`src/include/lspc_defs.svh`:
```
`ifndef LSPC_DEFS_SVH
`define LSPC_DEFS_SVH

// Raster geometry, one fixed mode only
`define LSPC_H_TOTAL      9'd384 // Pixels per line, 4 clocks each
`define LSPC_V_TOTAL      9'd264 // Lines per frame
`define LSPC_VBL_START    9'd224 // First blanked line
`define LSPC_HSYNC_END    9'd32  // HSYNC high for pixels 0..31
`define LSPC_VSYNC_LINES  9'd4   // Vsync on the last lines of the frame

// Video RAM
`define LSPC_VRAM_WORDS   32768   // 32K words
`define LSPC_FIX_BASE     15'h7000 // Fix map, 48 columns of 32 words

// CPU register indices
// 0 and 1 both read back the prefetch buffer
`define LSPC_REG_ADDR     2'd0 // VRAM address
`define LSPC_REG_DATA     2'd1 // VRAM data
`define LSPC_REG_MOD      2'd2 // Address modulo
`define LSPC_REG_MODE     2'd3 // Mode / status

`endif

```
`src/logic/lspcPkg.sv`:
```
`default_nettype none

package lspcPkg;

	// VRAM side
	typedef logic [14:0] vramAddrT; // Word address, 32K
	typedef logic [15:0] vramDataT; // One VRAM word

	// Raster counters
	typedef logic [8:0] hCountT; // Pixel in line
	typedef logic [8:0] vCountT; // Line in frame

	// CPU port register select
	typedef logic [1:0] regSelT;

	// Auto-animation tile counter
	typedef logic [2:0] aaCountT;

	// Fix map word fields
	typedef logic [11:0] fixTileT; // Bits 11..0
	typedef logic [3:0] palT;      // Bits 15..12

	// CPU access flow
	// Write goes WRWAIT then RDWAIT for the prefetch at the new address
	typedef enum logic [1:0]
	{
		IDLE,   // Ready for a transfer
		WRWAIT, // VRAM write pending
		RDWAIT  // Prefetch pending
	} cpuStateT;

endpackage

`default_nettype wire

```
`src/logic/cpuRegs.sv`:
```
`timescale 1ns/1ns
`default_nettype none
`include "lspc_defs.svh"

module cpuRegs
(
	input wire CLK_24M,
	input wire arstN,
	input wire cpuValid,
	input wire cpuWrite,
	input wire lspcPkg::regSelT cpuSel,
	input wire lspcPkg::vramDataT cpuWrData,
	output logic cpuReady,
	output lspcPkg::vramDataT cpuRdData,
	input wire lspcPkg::vCountT vCount, // For MODE readback
	input wire lspcPkg::aaCountT aaCount,
	input wire vramAck,
	input wire lspcPkg::vramDataT vramRdData,
	output logic vramReq,
	output logic vramWe,
	output lspcPkg::vramAddrT vramAddr,
	output lspcPkg::vramDataT vramWrData,
	output logic [7:0] aaSpeed,
	output logic aaDisable
);
	import lspcPkg::*;

	cpuStateT state;
	vramDataT vramMod; // Full 16 bits kept for readback
	vramDataT rdBuf;   // Prefetched word
	logic xfer;
	logic wrXfer;

	// Busy while any VRAM access is in flight
	assign cpuReady = (state == IDLE);
	assign xfer = cpuValid & cpuReady;
	assign wrXfer = xfer & cpuWrite;

	// Read mux, valid as soon as cpuSel is
	always_comb
	begin
		case (cpuSel)
			`LSPC_REG_MOD: cpuRdData = vramMod;
			`LSPC_REG_MODE: cpuRdData = {vCount, 4'b0000, aaCount}; // Line in 15..7
			default: cpuRdData = rdBuf; // ADDR and DATA
		endcase
	end

	// Access sequencer and control registers
	always_ff @(posedge CLK_24M or negedge arstN)
	begin
		if (!arstN)
		begin
			state <= IDLE;
			vramReq <= 1'b0;
			vramWe <= 1'b0;
			vramAddr <= '0;
			vramMod <= '0;
			aaSpeed <= '0;
			aaDisable <= 1'b0;
		end
		else
		begin
			case (state)
				IDLE:
					if (wrXfer)
					begin
						case (cpuSel)
							`LSPC_REG_ADDR:
							begin
								vramAddr <= cpuWrData[14:0]; // Bit 15 ignored
								vramReq <= 1'b1;             // Prefetch
								vramWe <= 1'b0;
								state <= RDWAIT;
							end
							`LSPC_REG_DATA:
							begin
								vramReq <= 1'b1;
								vramWe <= 1'b1;
								state <= WRWAIT;
							end
							`LSPC_REG_MOD: vramMod <= cpuWrData;
							default:
							begin
								aaSpeed <= cpuWrData[15:8]; // Frames per step minus one
								aaDisable <= cpuWrData[3];
							end
						endcase
					end
				WRWAIT:
					if (vramAck)
					begin
						// Step by modulo, wraps at 15 bits
						vramAddr <= vramAddr + vramMod[14:0];
						vramWe <= 1'b0; // Request stays up for the prefetch
						state <= RDWAIT;
					end
				RDWAIT:
					if (vramAck)
					begin
						vramReq <= 1'b0;
						state <= IDLE;
					end
				default: state <= IDLE;
			endcase
		end
	end

	// Data buffers
	always_ff @(posedge CLK_24M)
	begin
		if (wrXfer && (cpuSel == `LSPC_REG_DATA))
			vramWrData <= cpuWrData;
		if ((state == RDWAIT) && vramAck)
			rdBuf <= vramRdData; // Prefetch lands
	end

	// Request held with the same address and direction until acknowledged
	assert property (@(posedge CLK_24M) disable iff (!arstN)
		vramReq && !vramAck |=> vramReq && $stable(vramAddr) && $stable(vramWe));

	// Refused request held by the master until taken
	assert property (@(posedge CLK_24M) disable iff (!arstN)
		cpuValid && !cpuReady |=> cpuValid && $stable(cpuWrite) && $stable(cpuSel) &&
		$stable(cpuWrData));

endmodule

`default_nettype wire

```
`config.mk`:
```
export PLATFORM = sky130hd
export DESIGN_NAME = cpuRegs
export DESIGN_NICKNAME = d
export VERILOG_FILES = /design/src/logic/lspcPkg.sv /design/src/logic/cpuRegs.sv
export VERILOG_INCLUDE_DIRS = /design/src /design/src/include
export SDC_FILE = /design/constraint.sdc
export NUM_CORES = 1
export LEC_CHECK = 0
export BUFFER_PORTS_ARGS = -buffer_cell sky130_fd_sc_hd__buf_2
export CAP_MARGIN = 20
export CELL_PAD_IN_SITES_DETAIL_PLACEMENT = 1
export CELL_PAD_IN_SITES_GLOBAL_PLACEMENT = 2
export CORE_ASPECT_RATIO = 1.1
export CORE_MARGIN = 2
export CORE_UTILIZATION = 35
export CTS_CLUSTER_DIAMETER = 40
export DETAILED_ROUTE_END_ITERATION = 16
export GPL_ROUTABILITY_DRIVEN = 0
export PLACE_DENSITY_LB_ADDON = 0.1
export SLEW_MARGIN = 40
export SYNTH_ARGS = -nofsm -noshare
export SYNTH_HDL_FRONTEND = slang
export SYNTH_SLANG_ARGS = --single-unit
```
`constraint.sdc`:
```
create_clock -name CLK_24M -period 6.12 [get_ports CLK_24M]
set_input_delay 1.224 -clock CLK_24M [delete_from_list [all_inputs] [get_ports CLK_24M]]
set_output_delay 1.224 -clock CLK_24M [all_outputs]
set_load 0.05 [all_outputs]
```
# Word level (Yosys, flattened, before mapping)

Cells that the tools add are included.

Register bits after elaboration: 76
Bits of input ports: 51

Reduce and logical (&&, ||, !) cells: 14
Add/subtract/negate cells: 1
Bitwise gates (word level): 3
Equal/unequal tests: 11
Multiplexer cells: 17

Operator list:

| cell                                                                     | number |
|---|---|
| 15-bit two-way mux                                                       | 3 |
| 16-bit one-hot mux with 2 select lines                                   | 1 |
| 15-bit one-hot mux with 2 select lines                                   | 1 |
| 4-bit AND reduction                                                      | 4 |
| 15-bit adder                                                             | 1 |
| 2-bit == test (second input constant)                                    | 3 |
| 2-bit two-way mux                                                        | 3 |
| 2-bit inequality test (second input constant)                            | 3 |
| 1-bit one-hot mux with 2 select lines                                    | 3 |
| 2-bit one-hot mux with 3 select lines                                    | 1 |
| 3-bit AND reduction                                                      | 2 |
| 2-bit by 1-bit == test with 1-bit output (second input constant)         | 2 |
| 2-bit logical NOT                                                        | 2 |
| 1-bit two-way mux                                                        | 4 |
| 2-bit by 1-bit inequality test with 1-bit output (second input constant) | 2 |
| 2-bit one-hot mux with 2 select lines                                    | 1 |
| 2-bit nonzero test                                                       | 2 |
| 3-bit by 1-bit inequality test with 1-bit output (second input constant) | 1 |
| 3-bit OR reduction                                                       | 1 |
| 1-bit AND                                                                | 2 |
| 1-bit logical AND                                                        | 2 |
| 2-bit OR reduction                                                       | 1 |
| 1-bit inverter                                                           | 1 |

# Longest topological paths before layout

Gate-level depths: netlist (run 1).

Depth after elaboration: 5
Mapped depth: 9
Depth with buffers taken out: 9

# Worst setup path after synthesis (run 1)

OpenSTA, ideal clock, no wires.

Kind: input-to-output
Start: input port cpuSel[1]
End: output port cpuRdData[3]
Data required time: 4.896 ns
Buffers on the path: 2
Stages on the path: 3
Slack: 2.151 ns
Arrival time: 2.745 ns
Path through: clkbuf_1 clkbuf_1 o21ai_0

Word-level cells in the longest chain between the ends: 2
Elaborated cells between the ends (all ways): 3
Classes of those cells: 2 x eq/ne; 1 x mux

Ends and longest elaborated chain:

| item                                     | line          | source |
|---|---|---|
| from (decl)                              | cpuRegs.sv:11 | `input wire lspcPkg::regSelT cpuSel,` |
| 2-bit == test                            | cpuRegs.sv:42 | `case (cpuSel)` |
| 16-bit one-hot mux with 2 select lines * | cpuRegs.sv:42 |  |
| to (decl)                                | cpuRegs.sv:14 | `output lspcPkg::vramDataT cpuRdData,` |

Every way passes the cells marked *; elsewhere a longest branch is shown, timed or not.

# Worst setup path after layout (run 1)

Ends and elaborated chain as after synthesis.

==> reports/metrics.sh, run 1 <==
ROW_COUNT=40
FILLER_CELL_COUNT=1252
FIRSTDRTPASSITERS=4
MIN_PERIOD_OVER_PERIOD_PCT=60.6
SYNTH_ENABLE_FLOP_CELLS=32
TRITONCTS_NUM_SINKS=76
SYN-MEAN-INSTANCE-AREA_UM2=11.2
SYNTH_COMPOUND_AREA_SHARE_PCT=14.2
HOLD_VIOL_FINAL=0
GR-USAGE-MET2_PCT=29.2
FIRST_GLOBAL_VIAS=3142
SYNTH.AREA.MUX_SHARE_PCT=11.1
WORST_CLOCK_SKEW_NS=0.00624
SYN2LAYOUT_AREA_GROWTH_PCT=26.4
SYNTHDOMINANTCELLAREASHARE_PCT=28.4
FP.COREAREA_MM2=0.0109
YS.WARNINGS.COUNT=0
YS_FF_LATCH=76
NETLIST_TOP_CELLS_AREA='sky130_fd_sc_hd__dfrtp_1 28%, sky130_fd_sc_hd__edfxtp_1 25%, sky130_fd_sc_hd__mux2_2 6.7%'
TIMING.HOLD.WORST.CLASS='reg -> reg'
LAYOUT-DRIVE-GT1-SHARE_PCT=35.9
CTS.PATH.MAX_BUFFERS=2
FINAL_CORE_UTILIZATION_PCT=45.1
FINAL_MAX_SLEW_VIOL_COUNT=0
CP.ARRIVAL_NS=2.49
SETUP_VIOL=0
TRACK_USAGE_PCT=18.7
SYNTH_FP_NETS=411
SYNTH.YOSYS.SEQ_AREA_SHARE_PCT=53.2
POWER_PER_CELL_AREA_mW_PER_MM2=480
CRITPATHMAXFANOUT=36
YOSYS.AREA_SHARE.ADDER_PCT=5.04
GRT_OVERFLOW_TOTAL=0
SYNTH_MOST_COMMON_CELL='sky130_fd_sc_hd__dfrtp_1'
P_LEAK_uW=0.00223
WIRE_LENGTH_OF_THE_FIRST_GLOBAL_ROUTING_PASS_UM=17100
SYNTH_AREA_LEADER_CELL='sky130_fd_sc_hd__dfrtp_1'
WORST_R2R_STARTPOINT='state[0]$_DFFE_PN0P_'
DIE_X_UM=104
DIE_H_UM=114
TIMING.FINAL.CRIT_PERIOD_NS=3.71
GLOBAL_ROUTE.USAGE.MET3_PCT=5.41
CTS.REPAIR_TIMING.SETUP_BUFFER_COUNT=0
SYNTH_FF_TYPE='sky130_fd_sc_hd__dfrtp_1'
GRT_ANTENNA_BEFORE_REPAIR=0
DETAILED_PLACE_HPWL_UM=7990
ROOT_BUFFER='sky130_fd_sc_hd__clkbuf_16'
ANT_NETS=0
TIMING.REG2REG.WORST_PATH_DEPTH=5
SYNTH.CELLS.MOST_FREQUENT='44 x sky130_fd_sc_hd__dfrtp_1, 33 x sky130_fd_sc_hd__nor2_1, 32 x sky130_fd_sc_hd__edfxtp_1'
ASYNC_FLOP_SHARE_PCT=57.9
NUM_ANTENNA_CELLS=0
WORST_SETUP_PATH_ENDPOINT='cpuRdData[3]'
DR_TOTAL_VIAS=3019
TRITONCTS_CLOCK_TREE='built'
CTS-HTREE-LEVELS=3
DOMINANT_COMBINATIONAL_CELL_FAMILY_BY_AREA_AFTER_SYNTHESIS='compound AO/OA/AOI/OAI gates'
XOR_XNOR_SHARE_OF_THE_SYNTHESIZED_AREA_PCT=1.58
SETUP.WORST_PATH.START_CLASS='input port'
MAXIMUM_NUMBER_OF_PINS_ON_ONE_NET_BEFORE_GLOBAL_ROUTE_REPAIR=45
DIE-AREA_MM2=0.0119
SETUP_TNS_NS=0
POST_CTS_RESIZED=0
DESIGN.FINAL.NETS=521
GLOBAL_ROUTE.USAGE.MET1_PCT=25.4
DRC_ERRORS=0
SYNTH_SIMPLE_GATE_AREA_SHARE_PCT=12.2
POWER.IR.VDD_WORST_mV=0.158
NETLIST_AREA_MM2=0.00387
MAXCAPVIOLATIONS=0
RUN_STATUS='completed'
INITIAL_CORE_UTIL_PCT=35.7
RSZ_0062_RAISED_AFTER_GLOBAL_ROUTING='false'
R2R_END='vramAddr[11]$_DFFE_PN0P_'
DETAILEDROUTE.FIRSTITERATIONVIOLATIONS=93
CTS-BUFFERS-INSERTED=9
WORST_PIN_SLEW_NS=0.729
CLOCK_LATENCY_NS=0.34
PORT-BUFFER-COUNT=109
COUNT_OF_DISTINCT_CELL_TYPES_IN_THE_SYNTHESIZED_NETLIST=56
PATH_CLASS='in -> out'
DRT_WL_TOTAL_UM=10700
ACHIEVABLE-FREQUENCY_MHz=270
RELSLEWSLACK_PCT=51.4
VIA_PER_INST=4.97
IO-PIN-COUNT=110
CTS_HOLD_BUF=0
HOLD_SLACK_NS=0.478
DETAIL_ROUTE.WL_PER_CELL_UM=17.6
WORST_PATH_REQUIRED_NS=4.90
SYN_INST=345
GRT_MOST_USED_LAYER='met2'
CRITICAL_PATH.STARTPOINT='cpuSel[1]'
CRITPATHCAPTURETYPE='output pin'
REG2REG_SLACK_NS=3.81
PATH_CLK_SLEW_NS=0.06
critical path, stage by stage:
cell and delay [ns]:
sky130_fd_sc_hd__buf_2 0.49, sky130_fd_sc_hd__nor2b_1 0.32, sky130_fd_sc_hd__nand2_1 0.08, sky130_fd_sc_hd__o21ai_0 0.07
sky130_fd_sc_hd__buf_2 0.29
placed cells by master (no fill, tap or decap), drive strengths merged, types with 2 or more instances in the layout:
cell type	n
edfxtp	32
a21oi	28
buf	111
mux2i	17
nor3b	2
o21ai	27
mux2	23
and3	3
xor2	3
nor3	6
and2b	2
xnor2	4
clkbuf	12
a21o	5
nand2	29
nand2b	7
nand3	4
dfrtp	44
nor2b	3
inv	13
o211ai	3
a221oi	4
ha	14
bufinv	2
a31oi	4
nor2	34
nand3b	2
a31o	2
a22oi	2
sequential cells by signal, indices dropped and copies added, names as in the netlist:
signal      cells
rdBuf          16
vramReq         1
aaSpeed         8
vramMod        16
vramAddr       15
state           2
aaDisable       1
vramWrData     16
vramWe          1
worst min-delay path by stage:
stage                                  startpoint                      end  slack (ns)  cells after the start
final                      aaSpeed[6]$_DFFE_PN0P_   aaSpeed[6]$_DFFE_PN0P_        0.48                      2
after global routing       aaSpeed[6]$_DFFE_PN0P_   aaSpeed[6]$_DFFE_PN0P_        0.51                      2
after CTS                  aaSpeed[6]$_DFFE_PN0P_   aaSpeed[6]$_DFFE_PN0P_        0.48                      2
after detailed placement   aaSpeed[6]$_DFFE_PN0P_   aaSpeed[6]$_DFFE_PN0P_        0.47                      2
after global placement     aaSpeed[6]$_DFFE_PN0P_   aaSpeed[6]$_DFFE_PN0P_        0.46                      2
after floorplan           vramMod[13]$_DFFE_PN0P_  vramMod[13]$_DFFE_PN0P_        0.47                      2
area by class of cell:
class | instances | area (um2) | share of cell area [%]
Inverter | 13 | 48.8 | 0.996
Clock buffer | 12 | 246 | 5.03
Sequential cell | 76 | 2060 | 42.1
Clock inverter | 4 | 72.6 | 1.48
Tap cell | 147 | 184 | 3.76
Multi-Input combinational cell | 244 | 1720 | 35.1
Timing Repair Buffer | 111 | 563 | 11.5
metrics by stage:
step | setup slack [ns] | power (uW) | area [um2] | cells
3_3_place_gp | 2.46 | 1760 | 4570 | 591
4_1_cts | 2.39 | 2370 | 4890 | 607
2_1_floorplan | 2.15 | 1520 | 3870 | 345
5_1_grt | 2.27 | 2500 | 4900 | 607
3_5_place_dp | 2.39 | 1780 | 4570 | 591
6_report | 2.41 | 2350 | 4900 | 607
where the power goes:
part	internal, uW	switching (uW)
registers	639	102
clock network	368	211
logic	358	672
total	1360	986
routing by layer:
layer  vias to the layer above  share of wire [%]
li1                       1474                  -
met1                      1448                 48
met2                        87                 45
met3                        10                6.0
met4                         0                1.3
met5                         -                  0
cell families after synthesis:
| kind of cell | Yosys count |
|---|---|
| mux | 40 |
| simple gates | 97 |
| compound gates | 85 |
| fa+ha+maj | 15 |
| flops | 76 |
| buf+inv | 25 |
| xor+xnor | 7 |
Note: power is estimated with default switching activity, not from simulation.
==> run 2: changes to the inputs <==
ABC_AREA = 1   (was not set)
CORE_UTILIZATION = 30   (was 35)
clock period = 3.89 ns   (was 6.12 ns; I/O delays follow)
==> run 2 against run 1 <==
  * Wire length rose by 14%
  * Power up 84%
  * Final cell count up 24%
  * Critical endpoint is now cpuRdData[5]
  * Area after synthesis up 2.7%
  * Highest routed layer unchanged
  * Utilization is 6.9 points lower
  * Cell area grew 2.2%
  * Critical path depth unchanged
  * Sequential cell count is the same
  * Global-route usage decreased by 0.64 points
  * Non-clock buffer count unchanged
  * Die area increased by 19%
==> reports/metrics.sh, run 2 <==
RUN_STATUS='completed'
SWITCHING_SHARE_PCT=48.6
RSZ_0062_RAISED_AFTER_GLOBAL_ROUTING='false'
SYNTH_AREA_LEADER_CELL='sky130_fd_sc_hd__dfrtp_1'
CP.ARRIVAL_NS=1.88
LAYOUT-DRIVE-GT1-SHARE_PCT=25.5
CLOCK_LATENCY_NS=0.34
RELSLEWSLACK_PCT=47.6
P_LEAK_uW=0.00260
POWER_PER_CELL_AREA_mW_PER_MM2=863
MAXCAPVIOLATIONS=0
FIRSTDRTPASSITERS=4
TRITONCTS_CLOCK_TREE='built'
P_INT_uW=2220
INITIAL_CORE_UTIL_PCT=30.4
POST_CTS_RESIZED=0
NETLIST_TOP_CELLS_AREA='sky130_fd_sc_hd__dfrtp_1 28%, sky130_fd_sc_hd__edfxtp_1 24%, sky130_fd_sc_hd__nand2_1 16%'
WORST_PATH_REQUIRED_NS=3.11
FIRST_GLOBAL_VIAS=3698
GRT_ANTENNA_BEFORE_REPAIR=0
ROW_COUNT=44
FINAL_CELL_COUNT_NO_FILL=750
HOLD_SLACK_NS=0.411
DIE-AREA_MM2=0.0142
CTS_HOLD_BUF=0
SYNTH.YOSYS.SEQ_AREA_SHARE_PCT=51.8
SYN_INST=472
CRIT_PATH_FREQUENT_CELL='sky130_fd_sc_hd__buf_2'
ASYNC_FLOP_SHARE_PCT=57.9
SYNTH_FF_TYPE='sky130_fd_sc_hd__dfrtp_1'
TIMING.REG2REG.WORST_PATH_DEPTH=6
DIE_H_UM=125
PATH_CLK_SLEW_NS=0.06
ANT_NETS=0
IO-PIN-COUNT=110
WIRE_LENGTH_OF_THE_FIRST_GLOBAL_ROUTING_PASS_UM=19600
CRITPATHMAXFANOUT=18
MAX_STAGE_DELAY_NS=0.36
CLOCK_POWER_SHARE_PCT=20.4
WORST_PIN_SLEW_NS=0.785
YS.WARNINGS.COUNT=0
DETAIL_ROUTE.WL_PER_CELL_UM=16.3
SYNTHDOMINANTCELLAREASHARE_PCT=27.7
CTS.PATH.MAX_BUFFERS=2
MIN_PERIOD_OVER_PERIOD_PCT=68.2
SETUP_TNS_NS=0
GRT_OVERFLOW_TOTAL=0
DPL.CELL_COUNT=733
DESIGN.FINAL.NETS=649
CTS-BUFFERS-INSERTED=9
FINAL_COMMON_CELL='sky130_fd_sc_hd__nand2_1'
SYNTH_FP_NETS=538
SYNTH_MOST_COMMON_CELL='sky130_fd_sc_hd__nand2_1'
LAYOUT.CELLS.MOST_COMMON_LIST='173 x sky130_fd_sc_hd__nand2_1, 109 x sky130_fd_sc_hd__buf_2, 62 x sky130_fd_sc_hd__inv_1'
PATH_CELLS='buf_2 -> inv_2 -> nor2_4 -> a22o_1 -> buf_2'
HOLD_VIOL_FINAL=0
WORST_CLOCK_SKEW_NS=0.00399
VIA_PER_INST=4.69
R2R_END='vramAddr[7]$_DFFE_PN0P_'
ACHIEVABLE-FREQUENCY_MHz=377
TOP_REGS='rdBuf: 16 flops, vramMod: 16 flops, vramWrData: 16 flops'
POWER.IR.VDD_WORST_mV=0.305
FP.COREAREA_MM2=0.0131
PORT-BUFFER-COUNT=109
NETLIST_AREA_MM2=0.00398
DETAILED_PLACE_HPWL_UM=9590
CRIT_SLOWEST_CELL='sky130_fd_sc_hd__nor2_4'
SYNTH.CELLS.MOST_FREQUENT='174 x sky130_fd_sc_hd__nand2_1, 62 x sky130_fd_sc_hd__inv_1, 44 x sky130_fd_sc_hd__dfrtp_1'
DIE_X_UM=114
WORST_R2R_STARTPOINT='state[0]$_DFFE_PN0P_'
CRITPATHCAPTURETYPE='output pin'
REG2REG_SLACK_NS=1.84
TRITONCTS_NUM_SINKS=76
FINAL_MAX_SLEW_VIOL_COUNT=0
COMBINATIONALPOWERSHARE_PCT=49.2
PATH_CLASS='in -> out'
SYN-MEAN-INSTANCE-AREA_UM2=8.43
CTS.REPAIR_TIMING.SETUP_BUFFER_COUNT=0
SETUP_VIOL=0
TIMING.FINAL.CRIT_PERIOD_NS=2.65
DR_TOTAL_VIAS=3514
SWITCHING_POWER_uW=2100
SHARE_SEQ_OF_TOTAL_POWER_PCT=30.4
TIMING.HOLD.WORST.CLASS='in -> async'
DRC_ERRORS=0
DETAILEDROUTE.FIRSTITERATIONVIOLATIONS=156
SYN2LAYOUT_AREA_GROWTH_PCT=25.7
SETUP.WORST_PATH.START_CLASS='input port'
ROOT_BUFFER='sky130_fd_sc_hd__clkbuf_16'
YS_FF_LATCH=76
MAXIMUM_NUMBER_OF_PINS_ON_ONE_NET_BEFORE_GLOBAL_ROUTE_REPAIR=30
CTS-HTREE-LEVELS=3
DRT_WL_TOTAL_UM=12200
COUNT_OF_DISTINCT_CELL_TYPES_IN_THE_SYNTHESIZED_NETLIST=31
SYNTH_ENABLE_FLOP_CELLS=32
TRACK_USAGE_PCT=18.1
[run 2: changes by cell type in the layout (fill, tap and decap cells not counted), sizes merged, moves of 5 or more]
cell | before | now
nand2b | 7 | 0
inv | 13 | 65
mux2 | 23 | 3
nor2 | 34 | 18
nand3 | 4 | 36
a21o | 5 | 0
a22o | 0 | 5
mux2i | 17 | 0
a21oi | 28 | 19
nand2 | 29 | 179
[run 2: area by class of cell]
type / instances / area (um2)
fillers: 1613 / 8100
flip-flops and latches: 76 / 2060
clock inverters: 5 / 60.1
diodes: 1 / 2.50
clock buffers: 11 / 253
inverters: 65 / 244
multi-input cells: 320 / 1620
well taps: 161 / 201
repair buffers: 111 / 561
[run 2: metal layers]
| layer | up-vias | track usage, % | share of wire [%] |
|---|---|---|---|
| met5 | - | 0 | 0 |
| met2 | 85 | 27.5 | 45 |
| met4 | 0 | 5.31 | 1.3 |
| met1 | 1670 | 24.9 | 48 |
| li1 | 1745 | - | - |
| met3 | 14 | 5.40 | 6.0 |
[run 2: power by group through the flow]
stage	Clock (uW)	Sequential (uW)	Combinational, uW
2_1_floorplan	0	1680	1190
4_1_cts	899	1320	2150
5_1_grt	934	1350	2370
3_3_place_gp	0	1330	2110
6_report	879	1310	2130
3_5_place_dp	0	1330	2140
[run 2: how the worst max path moves through the flow]
stage / cells past startpoint / endpoint / slack [ns] / from
floorplan: 5 / cpuRdData[0] / 1.41 / cpuSel[1]
global placement: 5 / cpuRdData[3] / 1.26 / cpuSel[1]
detailed placement: 6 / cpuRdData[0] / 1.21 / cpuSel[1]
CTS: 6 / cpuRdData[0] / 1.20 / cpuSel[1]
global route: 6 / cpuRdData[7] / 1.09 / cpuSel[1]
finish: 5 / cpuRdData[5] / 1.24 / cpuSel[1]
[run 2: worst max-delay path, delay by kind of cell]
| kind | cells | cell delay, ns |
|---|---|---|
| AND/OR/NAND/NOR | 1 | 0.36 |
| AO/OA/AOI/OAI | 1 | 0.20 |
| buffers and inverters | 3 | 0.52 |
[run 2: metrics by stage]
stage	utilization (%)	power (uW)	setup slack [ns]	area, um2
2_1_floorplan	-	2870	1.41	3980
4_1_cts	38.1	4370	1.20	5000
3_3_place_gp	35.8	3440	1.26	4690
5_1_grt	38.2	4650	1.09	5000
3_5_place_dp	35.8	3470	1.21	4690
6_report	38.2	4320	1.24	5000
[run 2: cell families (layout without fill, tap and decap cells)]
family	Yosys count	count (layout)	share of synthesized area [%]
fa+ha+maj	15	15	4.90
compound gates	57	57	8.27
simple gates	239	239	25.2
mux	3	3	0.848
xor+xnor	6	6	1.32
other cells	0	1	0
flops	76	76	51.8
buf+inv	76	192	7.70
==> run 3: changes to the inputs <==
CORE_UTILIZATION = 27   (was 30)
clock period = 2.15 ns   (was 3.89 ns; I/O delays follow)
==> run 3 against run 2 <==
  * Cell area up 2.0%
  * Register-to-register slack worse by 1.6 ns
  * Critical path depth increased by 1
  * Worst setup slack worse by 1.0 ns
  * Clock skew is 0.0049 ns higher
  * Power is 83% higher
==> reports/metrics.sh, run 3 (synthesis results as in run 2) <==
TIMING.REG2REG.WORST_PATH_DEPTH=11
SWITCHING_POWER_uW=3810
CRITICAL_PATH.STARTPOINT='cpuSel[1]'
HOLD_VIOL_FINAL=0
WORST_PATH_REQUIRED_NS=1.72
DESIGN.FINAL.NETS=655
ROOT_BUFFER='sky130_fd_sc_hd__clkbuf_16'
TRITONCTS_CLOCK_TREE='built'
R2R_END='vramAddr[12]$_DFFE_PN0P_'
MAXIMUM_NUMBER_OF_PINS_ON_ONE_NET_BEFORE_GLOBAL_ROUTE_REPAIR=27
PLACEMENT.CELL_AREA_MM2=0.00478
ACHIEVABLE-FREQUENCY_MHz=513
FIRST_GLOBAL_VIAS=3832
FILLER_CELL_COUNT=1723
PORT-BUFFER-COUNT=109
CLOCK_POWER_SHARE_PCT=20.9
DRC_ERRORS=0
LAYOUT-DRIVE-GT1-SHARE_PCT=25.9
CRITPATHCAPTURETYPE='output pin'
CTS-HTREE-LEVELS=3
FINAL_COMMON_CELL='sky130_fd_sc_hd__nand2_1'
FINAL_MAX_SLEW_VIOL_COUNT=0
POST_CTS_RESIZED=0
TRITONCTS_NUM_SINKS=76
CTS_HOLD_BUF=0
DR_TOTAL_VIAS=3504
RUN_STATUS='completed'
DIE_X_UM=120
GRT_OVERFLOW_TOTAL=0
WORST_CLOCK_SKEW_NS=0.00891
MIN_PERIOD_OVER_PERIOD_PCT=90.7
DRT_WL_TOTAL_UM=12800
LAYOUT.CELLS.MOST_COMMON_LIST='174 x sky130_fd_sc_hd__nand2_1, 109 x sky130_fd_sc_hd__buf_2, 62 x sky130_fd_sc_hd__inv_1'
ROW_COUNT=46
SHARE_SEQ_OF_TOTAL_POWER_PCT=29.8
P_LEAK_uW=0.00263
SETUP.WORST_PATH.START_CLASS='input port'
PATH_CLASS='in -> out'
COMBINATIONALPOWERSHARE_PCT=49.3
DETAIL_ROUTE.WL_PER_CELL_UM=16.2
FIN_AREA_MM2=0.00510
REG2REG_SLACK_NS=0.29
CRITPATHMAXFANOUT=17
CTS.PATH.MAX_BUFFERS=2
POWER_PER_CELL_AREA_mW_PER_MM2=1550
IO-PIN-COUNT=110
SETUP_TNS_NS=0
GRT_ANTENNA_BEFORE_REPAIR=0
CLOCK_LATENCY_NS=0.35
RSZ_0062_RAISED_AFTER_GLOBAL_ROUTING='false'
TIMING.HOLD.WORST.CLASS='in -> async'
FINAL_CORE_UTILIZATION_PCT=35.3
VIA_PER_INST=4.45
CTS.REPAIR_TIMING.SETUP_BUFFER_COUNT=0
PATH_CLK_SLEW_NS=0.07
DETAILEDROUTE.FIRSTITERATIONVIOLATIONS=147
DETAILED_PLACE_HPWL_UM=10000
SWITCHING_SHARE_PCT=48.3
DIE-AREA_MM2=0.0157
WIRE_LENGTH_OF_THE_FIRST_GLOBAL_ROUTING_PASS_UM=21000
TOP_REGS='rdBuf: 16 flops, vramMod: 16 flops, vramWrData: 16 flops'
SETUP_VIOL=0
RELSLEWSLACK_PCT=60.4
ANT_NETS=0
P_INT_uW=4090
TIMING.FINAL.CRIT_PERIOD_NS=1.95
WORST_PIN_SLEW_NS=0.594
MAXCAPVIOLATIONS=0
CTS-BUFFERS-INSERTED=9
CP.ARRIVAL_NS=1.52
SYN2LAYOUT_AREA_GROWTH_PCT=28.2
FP.COREAREA_MM2=0.0144
INITIAL_CORE_UTIL_PCT=27.6
FIRSTDRTPASSITERS=4
TRACK_USAGE_PCT=17.4
WORST_R2R_STARTPOINT='vramMod[0]$_DFFE_PN0P_'
DIE_H_UM=131
POWER.IR.VDD_WORST_mV=0.365
WORST_SETUP_PATH_ENDPOINT='cpuRdData[0]'
run 3: cell count changes in the layout (fill, tap and decap cells not counted), sizes merged:
cell      previous run  this run
buf                111       117
bufinv               1         2
clkbuf              11        10
clkinv               3         2
clkinvlp             1         2
run 3: area by class of cell:
type	count	area, um2	share of cell area (%)
Antenna cell	1	2.50	0.0490
Clock buffer	10	229	4.49
Clock inverter	6	88.8	1.74
Inverter	65	244	4.78
Multi-Input combinational cell	320	1620	31.7
Sequential cell	76	2060	40.4
Tap cell	192	240	4.71
Timing Repair Buffer	117	618	12.1
run 3: critical path, cell delays in order:
cell	delay, ns
sky130_fd_sc_hd__buf_2	0.11
sky130_fd_sc_hd__inv_2	0.08
sky130_fd_sc_hd__nor2_4	0.35
sky130_fd_sc_hd__nand2_1	0.18
sky130_fd_sc_hd__nand3_1	0.11
sky130_fd_sc_hd__buf_2	0.26
run 3: layer usage:
metal  wire length (um)  up-vias  global-route usage [%]
li1                   -     1752                       -
met3                576       10                    3.82
met4                174        0                    6.60
met5                  0        -                       0
met1               6100     1662                    23.4
met2               5910       80                    27.5
run 3: worst min path at each step:
stage | start | to | slack [ns] | cells after the start
6_report | arstN | state[1]$_DFFE_PN0P_ | 0.08 | 1
5_1_grt | arstN | state[1]$_DFFE_PN0P_ | 0.11 | 1
4_1_cts | arstN | state[1]$_DFFE_PN0P_ | 0.1 | 1
3_5_place_dp | arstN | vramWe$_DFFE_PN0P_ | 0.47 | 1
3_3_place_gp | arstN | vramWe$_DFFE_PN0P_ | 0.47 | 1
2_1_floorplan | arstN | aaDisable$_DFFE_PN0P_ | 0.13 | 0
run 3: power groups by stage:
stage	clock network, uW	registers (uW)	logic (uW)
4_1_cts	1700	2360	3960
5_1_grt	1750	2420	4390
2_1_floorplan	0	3050	2150
6_report	1650	2350	3900
3_3_place_gp	0	2370	3890
3_5_place_dp	0	2380	3940
run 3: per-stage QoR:
step	setup slack [ns]	hold WS [ns]	total power, uW	instances
detailed placement	0.151	0.471	6330	770
global placement	0.135	0.468	6260	770
finish	0.201	0.0808	7900	787
global route	0.0625	0.115	8550	786
floorplan	0.0278	0.134	5200	472
CTS	0.148	0.0970	8030	786
